## src/verilog/zx_map_pkg.sv

```systemverilog
////////////////////////////////////////////////////////////
// shared types and constants of the zx memory mapper
// four 16 KB windows, two banks each, bank chosen by 7FFD bit 4
////////////////////////////////////////////////////////////
`default_nettype none

package zx_map_pkg;

	// kinds of sampled z80 bus cycles
	typedef enum logic [1:0]
	{
		MEM_RD   = 2'd0,
		M1_FETCH = 2'd1,
		IO_RD    = 2'd2,
		IO_WR    = 2'd3
	} bus_kind_e;

	// bit 7 rom flag, bits 5:0 page number, bit 6 only stored
	typedef logic [7:0] page_t;

	localparam int ROM_BIT = 7;
	localparam int PAGE_W  = 6;

	// window and bank counts
	localparam int NUM_WIN   = 4;
	localparam int NUM_PAGES = 2 * NUM_WIN;

	// 7FFD bit that picks the bank
	localparam int BANK_BIT_7FFD = 4;

	////////////////////////////////////////////////////////////
	// port and area decodes
	////////////////////////////////////////////////////////////

	// low address byte of the page write port
	localparam logic [7:0] PORT_PAGE_LO     = 8'hF7;
	// low address byte of the page readback port
	localparam logic [7:0] PORT_READBACK_LO = 8'hBE;
	// high address byte of the dos entry area
	localparam logic [7:0] DOS_AREA_HI      = 8'h3D;

	// reset pages per window, same for both banks
	// window 0 rom page 0, then ram pages 1 to 3
	localparam page_t [NUM_WIN-1:0] RESET_PAGE =
	{
		8'h03,
		8'h02,
		8'h01,
		8'h80
	};

endpackage

`default_nettype wire

```

## src/verilog/zbus_if.sv

```systemverilog
////////////////////////////////////////////////////////////
// one registered bus command, driven only by the decoder
////////////////////////////////////////////////////////////
`timescale 1ns/1ps
`default_nettype none

interface zbus_if;

	import zx_map_pkg::*;

	// command registered from one strobe
	logic        cmd_valid;
	bus_kind_e   cmd_kind;
	logic [15:0] cmd_addr;
	logic [7:0]  cmd_data;

	// 7FFD bit 4 as seen by this command
	logic        bank;

	// one cycle pulses for port hits
	logic        page_wr;
	logic        rb_rd;

	modport dec
	(
		output cmd_valid, cmd_kind, cmd_addr, cmd_data, bank, page_wr, rb_rd
	);

	modport pager
	(
		input page_wr, cmd_addr, cmd_data, bank
	);

	modport dos
	(
		input cmd_valid, cmd_kind, cmd_addr
	);

	modport map
	(
		input cmd_valid, cmd_kind, cmd_addr, bank, rb_rd
	);

endinterface

`default_nettype wire

```

## src/verilog/zbus_decode.sv

```systemverilog
////////////////////////////////////////////////////////////
// one strobe per bus cycle, no back-pressure
// 7FFD write takes effect for the next strobe
////////////////////////////////////////////////////////////
`timescale 1ns/1ps
`default_nettype none

module zbus_decode
(
	input  wire                   fclk,
	input  wire                   arst_n,

	input  wire                   bus_stb,
	input  zx_map_pkg::bus_kind_e bus_kind,
	input  wire  [15:0]           addr,
	input  wire  [7:0]            wdata,

	zbus_if.dec                   bus
);

	import zx_map_pkg::*;

	logic hit_page_wr;
	logic hit_rb_rd;
	logic hit_7ffd;

	// only bit 4 of 7FFD matters here
	logic p7ffd_bank;

	////////////////////////////////////////////////////////////
	// port decode
	////////////////////////////////////////////////////////////

	always_comb
	begin
		hit_page_wr = bus_stb && (bus_kind == IO_WR) && (addr[7:0] == PORT_PAGE_LO);
		hit_rb_rd   = bus_stb && (bus_kind == IO_RD) && (addr[7:0] == PORT_READBACK_LO);
		// partial decode on a15 and a1 low
		hit_7ffd    = bus_stb && (bus_kind == IO_WR) && !addr[15] && !addr[1];
	end

	// 7FFD register
	always_ff @(posedge fclk or negedge arst_n)
	begin
		if (!arst_n)
			p7ffd_bank <= 1'b0;
		else if (hit_7ffd)
			p7ffd_bank <= wdata[BANK_BIT_7FFD];
	end

	////////////////////////////////////////////////////////////
	// command register
	////////////////////////////////////////////////////////////

	always_ff @(posedge fclk or negedge arst_n)
	begin
		if (!arst_n)
		begin
			bus.cmd_valid <= 1'b0;
			bus.page_wr   <= 1'b0;
			bus.rb_rd     <= 1'b0;
		end
		else
		begin
			bus.cmd_valid <= bus_stb;
			bus.page_wr   <= hit_page_wr;
			bus.rb_rd     <= hit_rb_rd;
		end
	end

	// payload keeps the bank from before this strobe's own write
	always_ff @(posedge fclk)
	begin
		if (bus_stb)
		begin
			bus.cmd_kind <= bus_kind;
			bus.cmd_addr <= addr;
			bus.cmd_data <= wdata;
			bus.bank     <= p7ffd_bank;
		end
	end

endmodule

`default_nettype wire

```

## src/verilog/atm_pager.sv

```systemverilog
////////////////////////////////////////////////////////////
// page registers of one 16 KB window, two banks
// written by port F7 with a15:a14 equal to the window index
////////////////////////////////////////////////////////////
`timescale 1ns/1ps
`default_nettype none

module atm_pager
#(
	parameter int win_index = 0
)
(
	input  wire                fclk,
	input  wire                arst_n,

	zbus_if.pager              bus,

	output zx_map_pkg::page_t  bank0_page,
	output zx_map_pkg::page_t  bank1_page
);

	import zx_map_pkg::*;

	logic win_hit;

	// address picks the window, 7FFD picks the bank
	always_comb
	begin
		win_hit = bus.page_wr && (bus.cmd_addr[15:14] == win_index[1:0]);
	end

	always_ff @(posedge fclk or negedge arst_n)
	begin
		if (!arst_n)
		begin
			bank0_page <= RESET_PAGE[win_index];
			bank1_page <= RESET_PAGE[win_index];
		end
		else if (win_hit)
		begin
			if (bus.bank)
				bank1_page <= bus.cmd_data;
			else
				bank0_page <= bus.cmd_data;
		end
	end

endmodule

`default_nettype wire

```

## src/verilog/zdos.sv

```systemverilog
////////////////////////////////////////////////////////////
// dos flag, changed only by M1 fetches
////////////////////////////////////////////////////////////
`timescale 1ns/1ps
`default_nettype none

module zdos
(
	input  wire   fclk,
	input  wire   arst_n,

	zbus_if.dos   bus,

	input  wire   win0_rom,
	input  wire   cur_rom,

	output logic  dos
);

	import zx_map_pkg::*;

	logic is_m1;
	logic dos_on;
	logic dos_off;

	always_comb
	begin
		is_m1   = bus.cmd_valid && (bus.cmd_kind == M1_FETCH);
		// entry into 3Dxx while rom sits in window 0
		dos_on  = is_m1 && (bus.cmd_addr[15:8] == DOS_AREA_HI) && win0_rom;
		// any fetch from ram leaves dos
		dos_off = is_m1 && !cur_rom;
	end

	// set wins over clear
	always_ff @(posedge fclk or negedge arst_n)
	begin
		if (!arst_n)
			dos <= 1'b0;
		else if (dos_on)
			dos <= 1'b1;
		else if (dos_off)
			dos <= 1'b0;
	end

endmodule

`default_nettype wire

```

## src/verilog/page_map.sv

```systemverilog
////////////////////////////////////////////////////////////
// window translation and xxBE readback, one register stage
// page index is bank * 4 + window
////////////////////////////////////////////////////////////
`timescale 1ns/1ps
`default_nettype none

module page_map
(
	input  wire                                           fclk,
	input  wire                                           arst_n,

	zbus_if.map                                           bus,

	input  zx_map_pkg::page_t [zx_map_pkg::NUM_PAGES-1:0] pages,

	// selection for the dos controller
	output logic                                          win0_rom,
	output logic                                          cur_rom,

	output logic                                          xlat_valid,
	output logic                                          xlat_rom,
	output logic [zx_map_pkg::PAGE_W-1:0]                 xlat_page,

	output logic [7:0]                                    rdata,
	output logic                                          rdata_valid
);

	import zx_map_pkg::*;

	logic  is_mem;
	page_t cur_page;
	page_t win0_page;
	page_t rb_page;

	////////////////////////////////////////////////////////////
	// selection
	////////////////////////////////////////////////////////////

	always_comb
	begin
		is_mem    = bus.cmd_valid &&
		            ((bus.cmd_kind == MEM_RD) || (bus.cmd_kind == M1_FETCH));
		cur_page  = pages[{bus.bank, bus.cmd_addr[15:14]}];
		win0_page = pages[{bus.bank, 2'd0}];
		// readback takes the bank from a10 and the window from a9:a8
		rb_page   = pages[bus.cmd_addr[10:8]];

		win0_rom  = win0_page[ROM_BIT];
		cur_rom   = cur_page[ROM_BIT];
	end

	////////////////////////////////////////////////////////////
	// result registers
	////////////////////////////////////////////////////////////

	always_ff @(posedge fclk or negedge arst_n)
	begin
		if (!arst_n)
		begin
			xlat_valid  <= 1'b0;
			rdata_valid <= 1'b0;
		end
		else
		begin
			xlat_valid  <= is_mem;
			rdata_valid <= bus.rb_rd;
		end
	end

	always_ff @(posedge fclk)
	begin
		if (is_mem)
		begin
			xlat_rom  <= cur_page[ROM_BIT];
			xlat_page <= cur_page[PAGE_W-1:0];
		end
		// full byte including bit 6
		if (bus.rb_rd)
			rdata <= rb_page;
	end

endmodule

`default_nettype wire

```

## src/verilog/zx_mapper_top.sv

```systemverilog
////////////////////////////////////////////////////////////
// z80 memory mapper, results two cycles after each strobe
// memory data and real bus pins are not handled
////////////////////////////////////////////////////////////
`timescale 1ns/1ps
`default_nettype none

module zx_mapper_top
(
	input  wire                              fclk,
	input  wire                              arst_n,

	// sampled bus cycle
	input  wire                              bus_stb,
	input  zx_map_pkg::bus_kind_e            bus_kind,
	input  wire  [15:0]                      addr,
	input  wire  [7:0]                       wdata,

	// xxBE readback
	output logic [7:0]                       rdata,
	output logic                             rdata_valid,

	// translation of memory cycles
	output logic                             xlat_valid,
	output logic                             xlat_rom,
	output logic [zx_map_pkg::PAGE_W-1:0]    xlat_page,

	output logic                             dos
);

	import zx_map_pkg::*;

	// bank 0 pages at 0..3, bank 1 pages at 4..7
	page_t [NUM_PAGES-1:0] pages;

	logic win0_rom;
	logic cur_rom;

	zbus_if bus_i ();

	zbus_decode u_decode
	(
		.fclk     (fclk),
		.arst_n   (arst_n),
		.bus_stb  (bus_stb),
		.bus_kind (bus_kind),
		.addr     (addr),
		.wdata    (wdata),
		.bus      (bus_i.dec)
	);

	////////////////////////////////////////////////////////////
	// window pagers
	////////////////////////////////////////////////////////////

	for (genvar i = 0; i < NUM_WIN; i++)
	begin : g_pager
		atm_pager #(.win_index(i)) u_pager
		(
			.fclk       (fclk),
			.arst_n     (arst_n),
			.bus        (bus_i.pager),
			.bank0_page (pages[i]),
			.bank1_page (pages[i + NUM_WIN])
		);
	end

	zdos u_zdos
	(
		.fclk     (fclk),
		.arst_n   (arst_n),
		.bus      (bus_i.dos),
		.win0_rom (win0_rom),
		.cur_rom  (cur_rom),
		.dos      (dos)
	);

	page_map u_map
	(
		.fclk        (fclk),
		.arst_n      (arst_n),
		.bus         (bus_i.map),
		.pages       (pages),
		.win0_rom    (win0_rom),
		.cur_rom     (cur_rom),
		.xlat_valid  (xlat_valid),
		.xlat_rom    (xlat_rom),
		.xlat_page   (xlat_page),
		.rdata       (rdata),
		.rdata_valid (rdata_valid)
	);

endmodule

`default_nettype wire

```

## config.mk

```make
export PLATFORM = sky130hd
export DESIGN_NAME = zx_mapper_top
export DESIGN_NICKNAME = d
export VERILOG_FILES = /design/src/verilog/zx_map_pkg.sv /design/src/verilog/zbus_if.sv /design/src/verilog/zbus_decode.sv /design/src/verilog/atm_pager.sv /design/src/verilog/zdos.sv /design/src/verilog/page_map.sv /design/src/verilog/zx_mapper_top.sv
export SDC_FILE = /design/constraint.sdc
export NUM_CORES = 1
export LEC_CHECK = 0
export BUFFER_PORTS_ARGS = -buffer_cell sky130_fd_sc_hd__buf_2
export CAP_MARGIN = 0
export CORE_ASPECT_RATIO = 1.4
export CORE_MARGIN = 3
export CORE_UTILIZATION = 45
export CTS_CLUSTER_SIZE = 24
export DETAILED_ROUTE_END_ITERATION = 10
export PLACE_DENSITY = 0.66
export RECOVER_POWER = 25
export SYNTH_ARGS = -nofsm -noshare
export SYNTH_HDL_FRONTEND = slang
export SYNTH_SLANG_ARGS = --single-unit
```

## constraint.sdc

```tcl
create_clock -name fclk -period 1.55 [get_ports fclk]
set_input_delay 0.155 -clock fclk [delete_from_list [all_inputs] [get_ports fclk]]
set_output_delay 0.155 -clock fclk [all_outputs]
set_load 0.02 [all_outputs]
```

# Word level (Yosys, flattened, before mapping)
# Cells that the tools add are included.
# totals
ff_bits	113
in_bits	29
out_inout_bits	18
elab_cells	73
# classes
magnitude_cmp	3
eq_ne	9
muxes	8
n_bitwise	1
n_reduce_logical	30
# op_table
cell	count
$bmux W8 S3	2
$mux W8	4
$eq A8 B8 Y1 const B	2
$reduce_and A2 Y1	8
$logic_and A1 B1 Y1	15
$lt A3 B4 Y1 const B	3
$eq A2 B2 Y1 const B	4
$eq A8 B6 Y1 const B	1
$eq A2 B1 Y1 const B	2
$logic_not A2 Y1	2
$logic_not A1 Y1	3
$mux W1	2
$reduce_bool A2 Y1	1
$logic_or A1 B1 Y1	1
$not A1 Y1	1

# Logic depth before layout (Yosys ltp)
# Gate-level depths: netlist of run 1.
# depth
depth_word	6
mapped_depth	5
depth_no_buf	3

# Hierarchy
# Synthesis of run 1 repeated with hierarchy kept, for this count alone.
# hier_totals
cells_unflattened	260
area_unflattened_um2	5148.7
# modules_own_cells
mod	n_inst	cells_per_inst	area_each_um2	seq_area_each_um2
page_map	1	73	1540.2	500.5
atm_pager at g_pager[1].u_pager ...	2	35	651.9	402.9
zbus_decode	1	40	978.4	910.9
atm_pager at g_pager[3].u_pager	1	34	630.6	405.4
atm_pager at g_pager[0].u_pager	1	35	624.3	402.9
zdos	1	8	71.3	25.0

# Worst setup path after synthesis of run 1
# OpenSTA, ideal clock, no wires.
# synth_path
path_type	reg2reg
from	register u_decode.bus.cmd_addr[8]
to	register u_map.rdata[0] (data pin)
setup_time_ns	0.260
t_arrival_ns	1.365
required_time_ns	1.290
slack_ns	-0.075
stages_incl_launch_ff	5
n_path_buf	2
synth_period_minus_slack_ns	1.625
path_cell_list	edfxtp_1 -> buf_6 -> buf_12 -> mux4_1 -> mux2_2
# synth_via
elab_chain_len	2
# synth_rtl
element	line	source
start: declaration	zbus_if.sv:26	output cmd_valid, cmd_kind, cmd_addr, cmd_data, bank, page_wr, rb_rd
start signal: assignment	zbus_decode.sv:77	bus.cmd_addr <= addr;
$bmux W8 S3	page_map.sv:47	rb_page = pages[bus.cmd_addr[10:8]];
$mux W8 (implied by the code)	page_map.sv:47	
via u_map.rb_page[0]	page_map.sv:34	page_t rb_page;
end signal: assignment	page_map.sv:80	rdata <= rb_page;
end: declaration	page_map.sv:25	output logic [7:0] rdata,
# The timed path passes the listed nets, and every way through them passes these cells. The select of a mux whose other input is x is not followed.
# A chain may end at the register's enable or synchronous reset.

# Final worst setup path of run 1
# layout_path
from	register u_decode.bus.cmd_addr[14]
to	register u_map.xlat_page[2] (netlist name) (data pin)
# layout_via
elab_chain_len	2
# layout_rtl
element	line	source
$bmux W8 S3	page_map.sv:44	cur_page = pages[{bus.bank, bus.cmd_addr[15:14]}];
$mux W8 (implied by the code)	page_map.sv:44	
via u_map.cur_page[2]	page_map.sv:32	page_t cur_page;
end signal: assignment	page_map.sv:76	xlat_page <= cur_page[PAGE_W-1:0];
end: declaration	page_map.sv:23	output logic [zx_map_pkg::PAGE_W-1:0] xlat_page,
# The timed path passes the listed nets, and every way through them passes these cells. The select of a mux whose other input is x is not followed.

==> results of run 1 <==
power breakdown:
| group | switching [mW] | internal, mW |
|---|---|---|
| Sequential | 0.0559 | 2.93 |
| Clock | 0.974 | 1.25 |
| Combinational | 0.240 | 0.244 |
cell type report:
cell class	instances	area, um2	share of cell area [%]
clock buffer	11	233	3.82
inverter	2	7.51	0.123
sequential	105	2810	46.1
clock inverter	5	56.3	0.924
multi-input combinational	136	1940	31.8
timing repair buffer	102	878	14.4
tap	138	173	2.83
per-stage QoR:
step,setup slack [ns],TNS (ns)
2_1_floorplan,-0.0405,-0.514
3_3_place_gp,-0.102,-1.88
3_5_place_dp,-0.124,-2.38
4_1_cts,-0.130,-1.92
5_1_grt,-0.197,-4.56
6_report,-0.156,-2.71
path summary, 6_finish.rpt:
kind | start | end | depth (start not counted)
worst max register to register | u_decode.bus.cmd_addr[14] | u_map.xlat_page[2] | 4
worst min register to register | u_decode.p7ffd_bank | u_decode.bus.bank | 0
max in group asynchronous | arst_n | u_decode.bus.page_wr | 3
min in group asynchronous | arst_n | g_pager[1].u_pager.bank0_page[7] | 3
worst min-delay path | bus_kind[1] | u_decode.bus.cmd_kind[1] | 1
worst max-delay path | u_decode.bus.cmd_addr[14] | u_map.xlat_page[2] | 4
routing by layer:
metal	global-route usage (%)	vias up
met3	3.98	13
met1	22.9	1403
li1	-	1215
met2	28.8	75
met4	6.55	0
met5	0	-
what timing repair did:
| action | CTS | global route |
|---|---|---|
| setup endpoints to repair | 36 | 36 |
| pin swaps | 0 | 3 |
| buffers inserted | 0 | 4 |
| gates resized for setup | 20 | 28 |
| endpoints found under the hold margin | 78 | 0 |
| gates cloned | 0 | 4 |
| hold buffers | 18 | 0 |
sequential cells by signal, indices dropped and copies added, names as in the netlist:
signal,flops
u_decode.bus.cmd_valid,1
u_decode.bus.rb_rd,1
u_map.xlat_page,6
u_zdos.dos,1
u_decode.bus.page_wr,1
u_decode.bus.cmd_kind,2
u_map.rdata_valid,1
u_decode.bus.bank,1
u_map.rdata,8
u_decode.p7ffd_bank,1
u_map.xlat_rom,1
g_pager.u_pager.bank0_page,32
u_decode.bus.cmd_data,8
u_map.xlat_valid,1
g_pager.u_pager.bank1_page,32
u_decode.bus.cmd_addr,8
layout by cell type, fill, tap and decap left out, types with 2 or more instances in the layout:
master	Yosys	final
clkbuf_1	3	9
nand2_1	2	2
mux4_1	23	2
edfxtp_1	34	34
buf_4	2	14
dlygate4sd3_1	0	18
mux2_4	0	26
mux2_2	80	54
inv_1	2	2
dfstp_2	10	10
buf_6	2	7
nand4b_2	2	2
buf_2	3	42
clkinv_2	0	2
nand4b_1	2	2
nor2_1	2	2
nor3b_4	2	2
buf_12	3	9
nor3_4	2	2
nand4_1	2	2
mux4_2	7	28
dfrtp_1	61	60
clkbuf_16	0	12
kinds of logic after synthesis:
kind of cell / share of synthesized area (%)
AO/OA/AOI/OAI: 0.181
flip-flops: 57.9
AND/OR/NAND/NOR: 4.67
buffers and inverters: 2.71
multiplexers: 34.5
==> key figures, run 1 <==
Status
  • Status: finished with violations
  • Failing checks: negative setup slack

Synthesis
  • Yosys synthesis warning count: 0
  • Post-synth top cells: mux2_2, dfrtp_1, edfxtp_1
  • Mean area per synthesized cell: 18.9 um2
  • Count of flip-flops with a built-in enable after synthesis: 34
  • Synthesized cell area: 0.00485 mm2
  • Post-synth top area share: 31.5%
  • Post-synthesis async set-or-reset flop share: 67.6%
  • Library cells used by synthesis: 31
  • Post-Synthesis Cells: 256
  • Sequential fraction of the synthesis area: 57.9%
  • Mapped Nets: 285
  • Yosys reg bits: 105
  • Count leader, synth: mux2_2
  • Synth area leader: dfrtp_1
  • Top post-synthesis cells by area: dfrtp_1, edfxtp_1, mux2_2
  • Top_reg_cell synth: dfrtp_1

Die
  • Die X: 93.7 um
  • Initial core utilization: 46.4%
  • Site Rows: 44
  • Die height: 129 um
  • IO Pins: 47
  • Die Footprint: 0.0121 mm2
  • Core area: 0.0105 mm2

Pwr
  • Power Density: 935 mW/mm2
  • Static Leak: 2.68 nW
  • Design Power: 5.70 mW
  • Peak VDD IR: 0.000697 V

Layout
  • Layout Nets: 385
  • Final Util: 58.3%
  • Layout area overhead: 25.7%
  • Layout cells sized above 1: 60.7%
  • # fillers: 817
  • Final Cell Area: 0.00609 mm2
  • Non-filler instance count after layout: 499
  • # diodes: 0

Placement
  • Placer Congestion: 0.751
  • Post-DP HPWL: 6.36 mm
  • Area after DPL: 0.00542 mm2
  • PortBufs: 46
  • Post-Place Cells: 457

Drt
  • Routed len/inst: 20.8 um
  • Detailed-route DRC error count: 0
  • M1 wire length: 4.47 mm
  • WL final: 10.4 mm
  • Wire length on met2: 5.36 mm
  • ANT nets after route: 0
  • Initial DRC Count: 101
  • DR vias: 2706
  • Vias per cell: 5.42
  • Top sig layer: met4
  • DR WL met3: 417 um
  • TritonRoute pass-1 iters: 4

Setup path
  • Critical path's largest stage delay: 0.48 ns
  • Crit Path Class: reg2reg
  • Critical path, cell by cell: buf_6, clkbuf_16, mux4_2, mux2_2
  • Worst path slowest cell: mux4_2
  • Crit path buf inv count: 2
  • Crit-path max FO: 5
  • Worst EP required: 1.65 ns
  • Reg2reg setup slack: -0.16 ns
  • Startpoint Class: register
  • CP delay by family, top: multiplexers
  • Worst setup EP type: register
  • WP data arrival: 1.80 ns

Clock network
  • CTS tree: built
  • Clock-pin slew on the worst setup and hold paths: 0.07 ns
  • Clock root cell: clkbuf_16
  • Clk_lat worst skew: 0.35 ns
  • CTS Sinks: 105
  • Num CTS Buffers: 9
  • H-tree depth: 3
  • Longest Clk Path Bufs: 2

STA
  • Worst Skew: 0.00609 ns
  • Period minus WS final: 1.71 ns
  • RSZ-0062 raised after global routing: true
  • Fin. Hold Viols: 0
  • Achievable Freq: 0.586 GHz
  • Tcrit/Tclk final: 110%
  • Endpoints failing setup: 42
  • Fin. max-slew vios: 0
  • Final WS setup: -0.156 ns
  • Slew Limit Headroom: 33.7%
  • Min Hold Slack: 0.0523 ns
  • Slew @ Worst Pin: 0.995 ns

Flow run
  • Maxcap violations: 0

Global route
  • Initial antenna violation count: 0
  • GRT Util Overall: 17.5%
  • Pin count of the biggest net entering global routing: 72
  • Global-route wire length before repair: 15.4 mm
  • Total gr overflow: 0
  • Vias in the first global route: 2824

Worst hold path
  • Min-delay worst type: in2reg
(Power assumes the default switching activity.)
==> inputs of run 2 (changes only) <==
==> constraint.sdc (replaced) <==
create_clock -name fclk -period 1.55 [get_ports fclk]
set_input_delay 0.2325 -clock fclk [delete_from_list [all_inputs] [get_ports fclk]]
set_output_delay 0.2325 -clock fclk [all_outputs]
set_load 0.02 [all_outputs]
==> key figures, run 2 (synthesis gave the netlist of run 1 again) <==
Layout
  • Layout cells sized above 1: 63.4%
  • # diodes: 0
  • Biggest regs: g_pager.u_pager.bank0_page x32, g_pager.u_pager.bank1_page x32
  • Commonest cells after routing, fill and taps aside: mux2_2, dfrtp_1, buf_2
  • Most common cell after layout, fill and taps aside: mux2_2
  • Layout Nets: 363
  • # fillers: 857
  • Seq. cell area: 0.00281 mm2
  • Layout area overhead: 20.4%
  • Multi-input gate area: 0.00187 mm2

Clock network
  • CTS tree: built
  • Num CTS Buffers: 9
  • Longest Clk Path Bufs: 2
  • H-tree depth: 3
  • Clk_lat worst skew: 0.34 ns
  • CTS Sinks: 105
  • Clock root cell: clkbuf_16
  • Clock-pin slew on the worst setup and hold paths: 0.07 ns

Drt
  • WL final: 9.90 mm
  • Routed len/inst: 20.8 um
  • Vias per cell: 5.53
  • Detailed-route DRC error count: 0
  • DR vias: 2636
  • TritonRoute pass-1 iters: 4
  • ANT nets after route: 0
  • Initial DRC Count: 152

Global route
  • Vias in the first global route: 2842
  • GRT Util Overall: 18.0%
  • Total gr overflow: 0
  • Initial antenna violation count: 0
  • Global-route wire length before repair: 15.8 mm
  • Pin count of the biggest net entering global routing: 33

Pwr
  • Static Leak: 2.58 nW
  • Peak VDD IR: 0.000600 V
  • Design Power: 5.70 mW
  • Internal power: 4.48 mW
  • Clock share of power: 40.0%
  • Sw Share: 21.5%
  • Power Density: 977 mW/mm2
  • Net Switching: 1.23 mW
  • Sequential share of power: 52.4%
  • Combinational power share: 7.6%

Die
  • Site Rows: 44
  • Core area: 0.0105 mm2
  • Die X: 93.7 um
  • Die Footprint: 0.0121 mm2
  • Die height: 129 um
  • Initial core utilization: 46.4%
  • IO Pins: 47

Status
  • Failing checks: negative setup slack
  • Status: finished with violations

STA
  • Slew Limit Headroom: 55.4%
  • Period minus WS final: 1.69 ns
  • Slew @ Worst Pin: 0.669 ns
  • Fin. max-slew vios: 0
  • Achievable Freq: 0.592 GHz
  • Tcrit/Tclk final: 109%
  • RSZ-0062 raised after global routing: true
  • Setup TNS: -4.50 ns
  • Endpoints failing setup: 53
  • Worst Skew: 0.00808 ns
  • Fin. Hold Viols: 0
  • Final WS setup: -0.140 ns

Setup path
  • Startpoint Class: register
  • Worst setup EP type: register
  • Critical path's largest stage delay: 0.42 ns
  • Critical path, cell by cell: buf_4, buf_16, buf_4, nor3_4, buf_6, mux2_2
  • Worst path slowest cell: edfxtp_1
  • Crit Path Class: reg2reg
  • WP data arrival: 1.91 ns
  • Worst EP required: 1.77 ns
  • Most common cell on crit path: buf_4
  • Crit-path max FO: 10

Placement
  • Post-DP HPWL: 6.59 mm
  • Place WS: -0.114 ns
  • Placer Congestion: 0.779
  • PortBufs: 46

Flow run
  • Maxcap violations: 0

Worst hold path
  • Min-delay worst type: in2reg
-- run 2: cell types whose count changed in the layout (fill, tap and decap cells not counted), moves of 3 or more --
cell and delta:
buf_4 -7, mux2_4 -15, clkbuf_16 -3, mux2_2 +15
buf_6 +6, dlygate4sd3_1 -17
-- run 2: final cells by class --
type | count | share of cell area [%]
Tap cell | 138 | 2.96
Clock buffer | 14 | 4.52
Clock inverter | 2 | 0.643
Inverter | 2 | 0.129
Multi-Input combinational cell | 136 | 32.0
Sequential cell | 105 | 48.1
Timing Repair Buffer | 80 | 11.6
-- run 2: through the flow --
step / std cells / utilization (%) / instance area (um2) / hold WS (ns)
2_1_floorplan: 256 / - / 4800 / -0.0631
4_1_cts: 477 / 55.6 / 5810 / 0.0480
5_1_grt: 477 / 55.8 / 5840 / 0.0465
3_3_place_gp: 456 / 51.7 / 5410 / 0.198
3_5_place_dp: 456 / 51.7 / 5410 / 0.199
6_report: 477 / 55.8 / 5840 / 0.0602
-- run 2: routing by layer --
metal	vias up	part of all wire [%]	GRT usage, %	wire [um]
met3	13	4.3	3.80	427
met5	-	0	0	0
met2	77	53	30.5	5260
li1	1166	-	-	-
met1	1380	41	23.2	4040
met4	0	1.7	5.78	170
-- run 2: repair_timing --
item | 4_1_cts | 5_1_grt
cloned | 2 | 0
buffers inserted | 2 | 0
pin swaps | 3 | 0
hold buffers | 1 | 0
resized for setup | 28 | 9
endpoints found under the setup margin | 32 | 69
hold endpoints to repair | 13 | 0
-- run 2: power groups by stage --
stage               logic [mW]  registers (mW)  clock network, mW
floorplan                0.214            3.03                  0
global placement         0.385            3.04                  0
detailed placement       0.390            3.04                  0
CTS                      0.443            2.99               2.33
global route             0.462            3.00               2.45
finish                   0.433            2.99               2.28
-- run 2: critical path: cells and delay by family, from the launching register on --
family                 cells  cell delay, ns
buffers and inverters      4            0.66
DFF                        1            0.42
muxes                      1            0.33
and+or+nand+nor            1            0.17
-- run 2: final timing paths --
kind                            cells past startpoint                                to  slack [ns]                      start
worst max-delay path                                6  g_pager[2].u_pager.bank0_page[4]       -0.14  u_decode.bus.cmd_addr[14]
worst min-delay path                                1         u_decode.bus.cmd_addr[11]        0.06                   addr[11]
worst max register to register                      6  g_pager[2].u_pager.bank0_page[4]       -0.14  u_decode.bus.cmd_addr[14]
worst min register to register                      0                 u_decode.bus.bank        0.45        u_decode.p7ffd_bank
max in group asynchronous                           3  g_pager[2].u_pager.bank1_page[1]        0.58                     arst_n
min in group asynchronous                           2  g_pager[3].u_pager.bank1_page[2]        0.37                     arst_n
